### src/hdl/mem_pkg.sv
// Main memory geometry and bank operation encoding
// Four word-interleaved banks behind a 16-bit byte address

`default_nettype none
package mem_pkg;

   localparam int BANKS      = 4;
   localparam int BANK_SEL_W = $clog2(BANKS);
   localparam int MEM_ADDR_W = 16;

   typedef enum logic [1:0] {
      OP_NONE,
      OP_RD,
      OP_WR
   } bank_op_t;

endpackage
`default_nettype wire

### src/hdl/cache_pkg.sv
// Cache geometry and controller state encoding
// Two-way set-associative cache, four 16-bit words per line

`default_nettype none
package cache_pkg;

   // Byte address split is tag | index | offset
   localparam int TAG_W    = 5;
   localparam int INDEX_W  = 8;
   localparam int OFFSET_W = 3;

   localparam int WORDS_PER_LINE = 4;
   localparam int WORD_SEL_W     = $clog2(WORDS_PER_LINE);
   localparam int LINES          = 2 ** INDEX_W;

   typedef enum logic [3:0] {
      IDLE,
      COMPARE,    // Tag check in both ways
      WB_REQ,     // Dirty victim out to memory
      WB_WAIT,
      FILL_REQ,
      FILL_WAIT,
      INSTALL,    // Requested word read or merged
      DONE,
      ERR
   } ctrl_state_t;

endpackage
`default_nettype wire
### src/hdl/cache_control.sv
// Cache controller FSM
// Decodes requester strobes, checks both ways, and on a miss writes
// back a dirty victim then fills the line from banked memory.
// Fills are pipelined across banks and tracked until the last returns.

`default_nettype none
module cache_control #(
   parameter int DATA_W      = 16,
   parameter int MEM_LATENCY = 4
) (
   input  logic                           clk,
   input  logic                           rst,
   input  logic [mem_pkg::MEM_ADDR_W-1:0]  addr,
   input  logic [DATA_W-1:0]               data_in,
   input  logic                           rd,
   input  logic                           wr,
   input  logic                           hit_0,
   input  logic                           dirty_0,
   input  logic                           valid_0,
   input  logic                           hit_1,
   input  logic                           dirty_1,
   input  logic                           valid_1,
   input  logic [cache_pkg::TAG_W-1:0]     tag_out_sel,
   input  logic [DATA_W-1:0]               data_out_sel,
   input  logic                           merged_hit,
   input  logic                           victim_q,
   input  logic [DATA_W-1:0]               mem_data_out,
   input  logic                           mem_stall,
   input  logic [mem_pkg::BANKS-1:0]       mem_busy,
   output logic [1:0]                     enable_way,
   output logic [cache_pkg::TAG_W-1:0]     tag_in,
   output logic [cache_pkg::INDEX_W-1:0]   index,
   output logic [cache_pkg::OFFSET_W-1:0]  offset,
   output logic [DATA_W-1:0]               way_data_in,
   output logic                           comp,
   output logic                           write,
   output logic                           valid_in,
   output logic [mem_pkg::MEM_ADDR_W-1:0]  mem_addr,
   output logic [DATA_W-1:0]               mem_data_in,
   output mem_pkg::bank_op_t               mem_op,
   output logic [DATA_W-1:0]               result_data,
   output logic                           done,
   output logic                           stall,
   output logic                           cache_hit,
   output logic                           err,
   output logic                           victim_d,
   output logic                           way_sel
);

   cache_pkg::ctrl_state_t state;
   logic [cache_pkg::TAG_W-1:0] tag_q;
   logic [cache_pkg::INDEX_W-1:0] index_q;
   logic [cache_pkg::OFFSET_W-1:0] offset_q;
   logic [DATA_W-1:0] data_q;
   logic wr_q;
   logic hit_q;
   logic vway;
   logic [cache_pkg::WORD_SEL_W-1:0] cnt;    // Next word to issue
   logic [cache_pkg::WORD_SEL_W-1:0] rcnt;   // Next word to return
   logic [2:0] in_flight;
   logic [MEM_LATENCY-1:0] rd_pipe;
   logic victim;
   logic victim_dirty;
   logic bad_req;
   logic accept;
   logic issue_rd;
   logic ret_valid;

   assign bad_req      = (rd & wr) | addr[0];
   assign victim       = !valid_0 ? 1'b0 : (!valid_1 ? 1'b1 : victim_q);
   assign victim_dirty = victim ? (valid_1 & dirty_1) : (valid_0 & dirty_0);
   assign victim_d     = victim_q ^ (state == cache_pkg::COMPARE && !merged_hit
                                     && valid_0 && valid_1);

   assign accept    = (state == cache_pkg::WB_REQ || state == cache_pkg::FILL_REQ)
                      && !mem_busy[cnt] && !mem_stall;
   assign issue_rd  = accept && state == cache_pkg::FILL_REQ;
   assign ret_valid = rd_pipe[MEM_LATENCY-1];

   assign done      = (state == cache_pkg::DONE) || (state == cache_pkg::ERR);
   assign err       = (state == cache_pkg::ERR);
   assign cache_hit = (state == cache_pkg::DONE) && hit_q;
   assign stall     = !(state inside {cache_pkg::IDLE, cache_pkg::DONE, cache_pkg::ERR});

   always_comb begin
      enable_way  = '0;
      tag_in      = tag_q;
      index       = index_q;
      offset      = offset_q;
      way_data_in = data_q;
      comp        = 1'b0;
      write       = 1'b0;
      valid_in    = 1'b0;
      way_sel     = vway;
      mem_op      = mem_pkg::OP_NONE;
      mem_addr    = {tag_q, index_q, cnt, 1'b0};
      mem_data_in = data_out_sel;
      unique case (state)
         cache_pkg::COMPARE: begin
            enable_way = 2'b11;
            comp       = 1'b1;
            write      = wr_q;
            way_sel    = valid_1 & hit_1 & ~(valid_0 & hit_0);   // Way 0 wins a double match
         end
         cache_pkg::WB_REQ: begin
            enable_way = 2'b01 << vway;
            offset     = {cnt, 1'b0};
            mem_op     = mem_pkg::OP_WR;
            mem_addr   = {tag_out_sel, index_q, cnt, 1'b0};   // Victim's own tag
         end
         cache_pkg::FILL_REQ: mem_op = mem_pkg::OP_RD;
         cache_pkg::INSTALL: begin
            enable_way = 2'b01 << vway;
            comp       = 1'b1;
            write      = wr_q;
         end
         default: ;
      endcase
      // Returning fill word goes straight into the victim way
      if (ret_valid) begin
         enable_way  = 2'b01 << vway;
         offset      = {rcnt, 1'b0};
         way_data_in = mem_data_out;
         write       = 1'b1;
         valid_in    = 1'b1;
      end
   end

   always_ff @(posedge clk) begin
      if (rst) begin
         state     <= cache_pkg::IDLE;
         cnt       <= '0;
         rcnt      <= '0;
         in_flight <= '0;
         rd_pipe   <= '0;
         hit_q     <= 1'b0;
         vway      <= 1'b0;
      end else begin
         rd_pipe   <= (rd_pipe << 1) | MEM_LATENCY'(issue_rd);
         in_flight <= in_flight + 3'(issue_rd) - 3'(ret_valid);
         if (ret_valid)
            rcnt <= rcnt + 1'b1;
         if (accept)
            cnt <= cnt + 1'b1;   // Wraps to zero after each line
         unique case (state)
            cache_pkg::IDLE:
               if (rd | wr)
                  state <= bad_req ? cache_pkg::ERR : cache_pkg::COMPARE;
            cache_pkg::COMPARE: begin
               hit_q <= merged_hit;
               if (merged_hit) begin
                  state <= cache_pkg::DONE;
               end else begin
                  vway  <= victim;
                  state <= victim_dirty ? cache_pkg::WB_REQ : cache_pkg::FILL_REQ;
               end
            end
            cache_pkg::WB_REQ:
               if (accept && cnt == cache_pkg::WORD_SEL_W'(cache_pkg::WORDS_PER_LINE - 1))
                  state <= cache_pkg::WB_WAIT;
            cache_pkg::WB_WAIT:
               if (mem_busy == '0)
                  state <= cache_pkg::FILL_REQ;
            cache_pkg::FILL_REQ:
               if (accept && cnt == cache_pkg::WORD_SEL_W'(cache_pkg::WORDS_PER_LINE - 1))
                  state <= cache_pkg::FILL_WAIT;
            cache_pkg::FILL_WAIT:
               if (ret_valid && in_flight == 3'd1)   // Last word back
                  state <= cache_pkg::INSTALL;
            cache_pkg::INSTALL: state <= cache_pkg::DONE;
            default: state <= cache_pkg::IDLE;
         endcase
      end
   end

   always_ff @(posedge clk) begin
      if (state == cache_pkg::IDLE) begin
         tag_q       <= addr[mem_pkg::MEM_ADDR_W-1 -: cache_pkg::TAG_W];
         index_q     <= addr[cache_pkg::OFFSET_W +: cache_pkg::INDEX_W];
         offset_q    <= addr[cache_pkg::OFFSET_W-1:0];
         data_q      <= data_in;
         wr_q        <= wr;
         result_data <= '0;   // Errors return zero
      end
      if ((state == cache_pkg::COMPARE && merged_hit) || state == cache_pkg::INSTALL)
         result_data <= wr_q ? data_q : data_out_sel;
   end

endmodule
`default_nettype wire

### config.mk
export PLATFORM = sky130hd
export DESIGN_NAME = cache_control
export DESIGN_NICKNAME = d
export VERILOG_FILES = /design/src/hdl/mem_pkg.sv /design/src/hdl/cache_pkg.sv /design/src/hdl/cache_control.sv
export SDC_FILE = /design/constraint.sdc
export NUM_CORES = 1
export LEC_CHECK = 0
export BUFFER_PORTS_ARGS = -buffer_cell sky130_fd_sc_hd__buf_4
export CAP_MARGIN = 20
export CORE_UTILIZATION = 35
export CTS_BUF_LIST = sky130_fd_sc_hd__clkbuf_8 sky130_fd_sc_hd__clkbuf_16
export CTS_CLUSTER_SIZE = 16
export DETAILED_ROUTE_END_ITERATION = 16
export MAX_ROUTING_LAYER = met4
export PLACE_DENSITY = 0.67
export SYNTH_ARGS = -nofsm -noshare
export SYNTH_HDL_FRONTEND = slang
export SYNTH_SLANG_ARGS = --single-unit
### constraint.sdc
create_clock -name clk -period 2.5 [get_ports clk]
set_input_delay 0.25 -clock clk [delete_from_list [all_inputs] [get_ports clk]]
set_output_delay 0.25 -clock clk [all_outputs]
set_load 0.05 [all_outputs]
Yosys cells after proc, flatten, opt, wreduce, memory -nomap -nowiden
Index checks and enable logic that the tools add are counted.
{"block": "op_classes", "add_sub_neg": 4, "magnitude_cmp": 1, "eq_ne": 15, "shifts": 1, "mux": 29, "bitwise": 12, "n_reduce_logical": 25}
{"op": "$mux 16", "n": 5}
{"op": "$pmux 4 s7", "n": 1}
{"op": "$mux 4", "n": 6}
{"op": "$eq 4x3->1 const B", "n": 4}
{"op": "$mux 3", "n": 4}
{"op": "$logic_and 1x1->1", "n": 10}
{"op": "$mux 1", "n": 9}
{"op": "$eq 4x2->1 const B", "n": 2}
{"op": "$logic_not 4->1", "n": 2}
{"op": "$pmux 2 s2", "n": 2}
{"op": "$and 1x1->1", "n": 6}
{"op": "$ne 2x1->1 const B", "n": 3}
{"op": "$reduce_and 5->1", "n": 1}
{"op": "$add 2x1->2 const B", "n": 2}
{"op": "$eq 4x1->1 const B", "n": 1}
{"op": "$eq 4x4->1 const B", "n": 1}
{"op": "$logic_not 1->1", "n": 4}
{"op": "$ne 2x2->1 const B", "n": 2}
{"op": "$or 4x1->4", "n": 1}
{"op": "$reduce_or 2->1", "n": 2}
{"op": "$add 3x1->3", "n": 1}
{"op": "$eq 3x1->1 const B", "n": 1}
{"op": "$logic_or 1x1->1", "n": 3}
{"op": "$lt 2x3->1 const B", "n": 1}
{"op": "11 further kinds", "n": 13}
{"block": "totals", "regBits": 66, "in_bits": 86, "output_inout_bits": 93, "wordCells": 100}

Longest topological paths before layout
Gate-level depths: netlist (run 1).
{"block": "logic_depth", "ltp_word": 8, "depth_mapped": 10}

Worst setup path after synthesis (run 1)
No wires, ideal clock.
{"block": "synth_path", "path_kind": "register to output", "start": "register state[3]", "end": "output port stall", "arrival_ns": 3.346, "t_required_ns": 2.250, "setup_slack_ns": -1.096, "stages_incl_launch_ff": 5, "path_buffers": 1, "path_cell_list": "dfxtp_1 clkbuf_1 nor4b_1 o21bai_1 nor2_1"}
{"block": "synth_via", "elab_chain_cells": 3}
{"item": "from (decl)", "line_no": "cache_control.sv:50", "text": "cache_pkg::ctrl_state_t state;"}
{"item": "from (signal assigned)", "line_no": "cache_control.sv:131", "text": "state <= cache_pkg::IDLE;"}
{"item": "from (signal assigned)", "line_no": "cache_control.sv:148", "text": "state <= bad_req ? cache_pkg::ERR : cache_pkg::COMPARE;"}
{"item": "from (signal assigned)", "line_no": "cache_control.sv:152", "text": "state <= cache_pkg::DONE;"}
{"item": "$eq 4x4->1"}
{"item": "named net err", "line_no": "cache_control.sv:45", "text": "output logic err,"}
{"item": "$reduce_bool 3->1", "line_no": "cache_control.sv:83", "text": "assign stall = !(state inside {cache_pkg::IDLE, cache_pkg::DONE, cache_pkg::ERR});"}
{"item": "$logic_not 1->1", "line_no": "cache_control.sv:83"}
{"item": "to (decl)", "line_no": "cache_control.sv:43", "text": "output logic stall,"}
The timed path passes the listed nets, and every way through them passes these cells.

Worst setup path in the final report (run 1)
{"block": "layout_path", "start": "register cnt[0] in the netlist's numbering", "end": "register in_flight[1]"}
{"block": "layout_via", "elab_chain_cells": 8}
{"item": "from (decl)", "line_no": "cache_control.sv:58", "text": "logic [cache_pkg::WORD_SEL_W-1:0] cnt;"}
{"item": "from (signal assigned)", "line_no": "cache_control.sv:144", "text": "cnt <= cnt + 1'b1;"}
{"item": "$bmux 1 s2", "line_no": "cache_control.sv:76", "text": "&& !mem_busy[cnt] && !mem_stall;"}
{"item": "$mux 1 (implied by the code)", "line_no": "cache_control.sv:76"}
{"item": "$logic_not 1->1", "line_no": "cache_control.sv:76"}
{"item": "$logic_and 1x1->1 (2 in a row)", "line_no": "cache_control.sv:76"}
{"item": "$logic_and 1x1->1", "line_no": "cache_control.sv:77", "text": "assign issue_rd = accept && state == cache_pkg::FILL_REQ;"}
{"item": "$add 3x1->3", "line_no": "cache_control.sv:140", "text": "in_flight <= in_flight + 3'(issue_rd) - 3'(ret_valid);"}
{"item": "$sub 3x1->3", "line_no": "cache_control.sv:140"}
{"item": "to (signal assigned)", "line_no": "cache_control.sv:140"}
{"item": "to (decl)", "line_no": "cache_control.sv:60", "text": "logic [2:0] in_flight;"}
No other way between the ends. The select of a mux whose other input is x is not followed.
A chain may end at the register's enable or synchronous reset.

==> impl_metrics.py, run 1 <==
metrics = {
    "status": {
        "status": "finished clean",
    },
    "clocking": {
        "clock_latency_ns": 0.33,
        "clk_pin_slew_ns": 0.07,
        "cts_buffers": 9,
        "cts_root_buffer": "clkbuf_8",
        "htreeDepth": 3,
        "cts.sinks": 66,
        "tritoncts": "done",
        "cts.path.max_buffers": 2,
    },
    "floorplanning": {
        "dieWidth_um": 98.7,
        "rows": 34,
        "initial_utilization_pct": 36.8,
        "design.core.area_um2": 8890,
        "ios": 179,
        "die-area_um2": 9740,
        "die_h_um": 98.7,
    },
    "place": {
        "io_buffers": 177,
        "pre_cts_slack_ns": 0.0403,
        "dp_hpwl_mm": 6.07,
        "place_area_um2": 4630,
        "place_congestion": 0.809,
    },
    "logic_synthesis": {
        "synth_top_family_by_area": "multiplexers",
        "synth_edf_count": 49,
        "avgSynthCellArea_um2": 12.4,
        "synthMuxAreaShare_pct": 15.1,
        "synthSimpleGateAreaFrac_pct": 11.9,
        "synth_flop_cell": "edfxtp_1",
        "ys_types": 45,
        "synthAdderAreaFrac_pct": 1.76,
        "netlist_area_um2": 3270,
        "seq_area_frac_synth_pct": 55.4,
        "synthXorXnorAreaFrac_pct": 1.87,
        "ys_ff_latch": 66,
        "ys_warn_count": 0,
        "async_flop_share_pct": 0,
        "synth_compound_area_share_pct": 5.47,
        "synth_cells": 264,
        "synthesis.nets": 354,
    },
    "detailed_routing": {
        "wl_mm": 8.00,
        "viasPerCell": 4.70,
        "num_vias": 2554,
        "detail_route.drc_violations": 0,
        "wl_per_cell_um": 14.7,
        "drt_iter0_markers": 70,
        "ant_nets": 0,
        "dr.pass1.iters": 4,
    },
    "grt": {
        "antenna_found_initial": 0,
        "grt_max_degree": 23,
        "grt_use_total_pct": 16.9,
        "grt_pass1_vias": 2548,
        "grt_pass1_wl_mm": 12.3,
        "gr-total-overflow": 0,
    },
    "sta": {
        "finClkSkew_ns": 0.00951,
        "tightest_slew_ns": 0.514,
        "fmax_mhz": 410,
        "grt_setup_unrepaired": "no",
        "setup_viol": 0,
        "hold_viol": 0,
        "layout_setup_ws_ns": 0.0585,
        "relSlewSlack_pct": 65.7,
        "whs_ns": 0.0857,
        "slew_violations": 0,
        "fin_crit_sh_pct": 97.7,
        "min_period_ns": 2.44,
    },
    "setup_path": {
        "arrival_ns": 2.67,
        "cp_max_fo": 4,
        "critPathKind": "reg -> reg",
        "crit_path_end_kind": "flop",
        "start_kind": "flop",
        "cp.required_ns": 2.73,
    },
    "finish": {
        "regArea_um2": 1820,
        "final_area_um2": 4880,
        "area_delta_synth_final_pct": 49.1,
        "fillCellCount": 788,
        "multi_input_area_um2": 1230,
        "drive_above_1_share_pct": 56.1,
        "antenna_cells": 0,
        "final_nets": 520,
    },
    "pwr": {
        "peakVddDrop_uv": 1090,
        "pwr_density_cell_nw_per_um2": 1510,
        "p_leak_uw": 0.00218,
    },
    "flow_run": {
        "drv_cap": 0,
    },
    "worst_hold_path": {
        "hold_path_class": "in -> reg",
    },
}
final timing paths:
kind         startpoint  slack [ns]  cells past startpoint      endpoint
min            addr[10]        0.09                      1      index[7]
max reg2reg      cnt[0]        0.06                      8  in_flight[1]
max              cnt[0]        0.06                      8  in_flight[1]
min reg2reg  rd_pipe[2]        0.44                      1    rd_pipe[3]
area by class of cell:
| cell class | instances | area share [%] |
|---|---|---|
| Clock buffer | 9 | 2.54 |
| Clock inverter | 7 | 1.64 |
| Inverter | 6 | 0.462 |
| Multi-Input combinational cell | 152 | 25.3 |
| Sequential cell | 66 | 37.2 |
| Tap cell | 108 | 2.77 |
| Timing Repair Buffer | 195 | 30.0 |
worst max-delay path: stages (launching register included):
cell	delay, ns
dfxtp_4	0.36
mux4_2	0.50
and4bb_2	0.33
nand2_2	0.06
ha_1	0.29
inv_1	0.06
ha_2	0.17
fa_2	0.42
nor2b_1	0.13
flip-flops by register name, indices dropped and copies added, names as in the netlist:
signal,cells
offset_q,3
data_q,16
tag_in,5
state,4
result_data,16
rcnt,2
index,8
rd_pipe,4
cnt,2
in_flight,3
wr_q,1
hit_q,1
vway,1
cells in the mapped netlist, drive strengths merged, types with 3 or more instances:
library cell	count	area, um^2
edfxtp	49	1470
nand2b	4	25.0
inv	6	22.5
dfxtp	17	340
clkbuf	9	33.8
ha	3	37.5
nor3	5	25.0
nor2b	9	56.3
nand2	9	33.8
xor2	3	26.3
xnor2	4	35.0
a21oi	5	25.0
mux2	22	251
o21ai	5	25.0
nor2	29	109
nand3	3	15.0
buf	31	220
mux2i	22	220
logic make-up after synthesis:
logic type      count (synthesis)
simple gates                   73
other cells                     1
fa+ha+maj                       4
flops                          66
xor+xnor                        7
buf+inv                        46
compound gates                 22
mux                            45
cell usage in the layout, fill, tap and decap left out, drive strengths merged, types with 3 or more instances in the layout:
master,netlist,layout
buf,31,195
nor3,5,5
xnor2,4,4
dfxtp,17,17
inv,6,9
nand2,9,9
nand2b,4,4
edfxtp,49,49
clkbuf,9,9
xor2,3,3
nor2,29,29
mux2i,22,22
nand3,3,3
o21ai,5,5
a21oi,5,5
ha,3,3
mux2,22,22
nor2b,9,9
repair_timing:
| item | CTS | global route |
|---|---|---|
| setup endpoints to repair | 7 | 3 |
| resized for setup | 2 | 2 |
| buffers inserted | 1 | 3 |
| pin swaps | 0 | 1 |
| hold buffers | 0 | 0 |
report_power, final:
group	leakage (uW)	internal, uW	switching (uW)
logic	0.00142	1360	3020
clock network	0.000114	546	397
registers	0.000643	1800	261
total	0.00218	3710	3680
metal layers:
layer / global-route usage [%] / share of wire, % / wire [um] / vias up
met5: - / 0 / 0 / -
met4: 8.27 / 1.4 / 109 / 0
met3: 2.34 / 5.0 / 401 / 8
met2: 28.7 / 50 / 4010 / 112
met1: 19.9 / 43 / 3470 / 1182
li1: - / - / - / 1252
through the flow:
step           power, uW  utilization (%)  cells  setup TNS, ns
4_1_cts             7460             54.5    540              0
6_report            7390             54.9    543              0
3_3_place_gp        6440             52.1    523              0
5_1_grt             7720             54.9    543              0
3_5_place_dp        6470             52.1    523              0
2_1_floorplan       5200                -    264         -0.187
(Power assumes the default switching activity.)
==> run 2, diff against run 1 <==
- CELL_PAD_IN_SITES_DETAIL_PLACEMENT: unset -> 0
- CELL_PAD_IN_SITES_GLOBAL_PLACEMENT: unset -> 1
- CORE_UTILIZATION: 35 -> 30
- PLACE_DENSITY: 0.67 -> 0.75
==> impl_metrics.py, run 2 (same netlist as run 1, synthesis figures left out) <==
metrics = {
    "status": {
        "status": "finished clean",
    },
    "sta": {
        "slew_violations": 0,
        "min_period_ns": 2.42,
        "grt_setup_unrepaired": "yes",
        "fmax_mhz": 414,
        "setup_viol": 0,
        "setup_tns_ns": 0,
        "fin_crit_sh_pct": 96.6,
        "hold_viol": 0,
        "finClkSkew_ns": 0.0144,
    },
    "setup_path": {
        "path_cells": "mux4_2 > and4bb_2 > nand2_4 > ha_4 > inv_1 > ha_2 > fa_2 > nor2b_1",
        "critPathKind": "reg -> reg",
        "arrival_ns": 2.67,
        "cp.required_ns": 2.76,
        "cp_max_fo": 2,
        "crit_cells": 8,
        "crit_buf_inv": 1,
        "r2r_cells": 8,
        "crit_path_end_kind": "flop",
        "crit_family": "adder cells",
        "start_kind": "flop",
        "crit_path_max_incr_delay_ns": 0.51,
        "crit_slowest_cell": "fa_2",
    },
    "floorplanning": {
        "design.core.area_um2": 10500,
        "ios": 179,
        "die-area_um2": 11300,
        "rows": 37,
        "initial_utilization_pct": 31.3,
        "dieWidth_um": 106,
        "die_h_um": 106,
    },
    "detailed_routing": {
        "wl_mm": 8.08,
        "num_vias": 2556,
        "wl_per_cell_um": 14.3,
        "ant_nets": 0,
        "viasPerCell": 4.51,
        "detail_route.drc_violations": 0,
        "drt_iter0_markers": 48,
        "dr.pass1.iters": 4,
    },
    "grt": {
        "grt_max_degree": 27,
        "gr-total-overflow": 0,
        "grt_use_total_pct": 14.8,
        "antenna_found_initial": 0,
        "grt_pass1_vias": 2553,
        "grt_pass1_wl_mm": 12.5,
    },
    "pwr": {
        "seqPwrFrac_pct": 26.9,
        "clkPwrFrac_pct": 13.0,
        "sw_frac_of_total_pct": 49.9,
        "p_leak_uw": 0.00217,
        "peakVddDrop_uv": 1040,
        "switching_power_uw": 3680,
        "pwr-share-comb_pct": 60.2,
        "pwr_density_cell_nw_per_um2": 1510,
        "p_int_uw": 3700,
    },
    "finish": {
        "final_nets": 517,
        "mostFrequentLayoutCells": "192 x buf_4, 49 x edfxtp_1, 29 x nor2_1",
        "final_common_cell": "buf_4",
        "area_delta_synth_final_pct": 49.8,
        "antenna_cells": 0,
        "drive_above_1_share_pct": 56.4,
        "final_area_um2": 4900,
        "finish.utilization_pct": 46.8,
    },
    "clocking": {
        "cts_root_buffer": "clkbuf_8",
        "cts.sinks": 66,
        "tritoncts": "done",
        "cts.hold.buffers_added": 0,
        "cts_buffers": 9,
        "htreeDepth": 3,
        "cts.path.max_buffers": 2,
        "clock_latency_ns": 0.33,
        "clk_pin_slew_ns": 0.08,
    },
    "worst_hold_path": {
        "hold_path_class": "in -> reg",
        "worstHoldPathCells": 1,
    },
    "place": {
        "place_area_um2": 4670,
        "place_congestion": 0.781,
        "io_buffers": 177,
        "dp_hpwl_mm": 6.17,
    },
    "flow_run": {
        "drv_cap": 0,
    },
}
run 2: path summary, 6_finish.rpt:
| check | startpoint | to | slack (ns) |
|---|---|---|---|
| hold / removal | data_in[6] | data_q[6] | 0.09 |
| setup reg to reg | cnt[0] | in_flight[1] | 0.08 |
| setup / recovery | cnt[0] | in_flight[1] | 0.08 |
| hold reg to reg | rd_pipe[1] | rd_pipe[2] | 0.44 |
run 2: cell type report:
class	instances	area (um^2)
inverters	6	22.5
multi-input cells	152	1240
clock inverters	6	82.6
repair buffers	192	1440
well taps	136	170
fillers	982	5560
flip-flops and latches	66	1820
clock buffers	9	124
run 2: timing repair:
item / CTS / global route
buffers inserted: 0 / 0
gates resized for setup: 0 / 4
endpoints found under the hold margin: 0 / 0
endpoints found under the setup margin: 0 / 3
run 2: layer usage:
layer,up-vias,track usage (%),part of all wire [%]
met3,4,2.76,6.1
met4,0,6.26,0.96
li1,1254,-,-
met1,1191,17.5,41
met2,107,24.7,52
met5,-,-,0
run 2: worst reg2reg max path, cell delays in order, from the launching register on:
cell,delay (ns)
dfxtp_4,0.35
mux4_2,0.50
and4bb_2,0.36
nand2_4,0.07
ha_4,0.26
inv_1,0.03
ha_2,0.16
fa_2,0.51
nor2b_1,0.11
run 2: power groups by stage:
stage	sequential [uW]	clock, uW	combinational (uW)
2_1_floorplan	2770	0	2430
3_3_place_gp	2000	0	4460
3_5_place_dp	2010	0	4480
4_1_cts	1990	995	4490
5_1_grt	2040	1040	4640
6_report	1980	957	4440
run 2: through the flow:
| step | hold WS, ns | total power (uW) | setup slack, ns | cells |
|---|---|---|---|---|
| 4_1_cts | 0.0661 | 7470 | 0.0557 | 567 |
| 5_1_grt | 0.0602 | 7730 | -0.0175 | 567 |
| 2_1_floorplan | 0.349 | 5200 | -0.111 | 264 |
| 3_5_place_dp | 0.429 | 6490 | 0.0643 | 552 |
| 3_3_place_gp | 0.426 | 6460 | 0.113 | 552 |
| 6_report | 0.0887 | 7380 | 0.0847 | 567 |
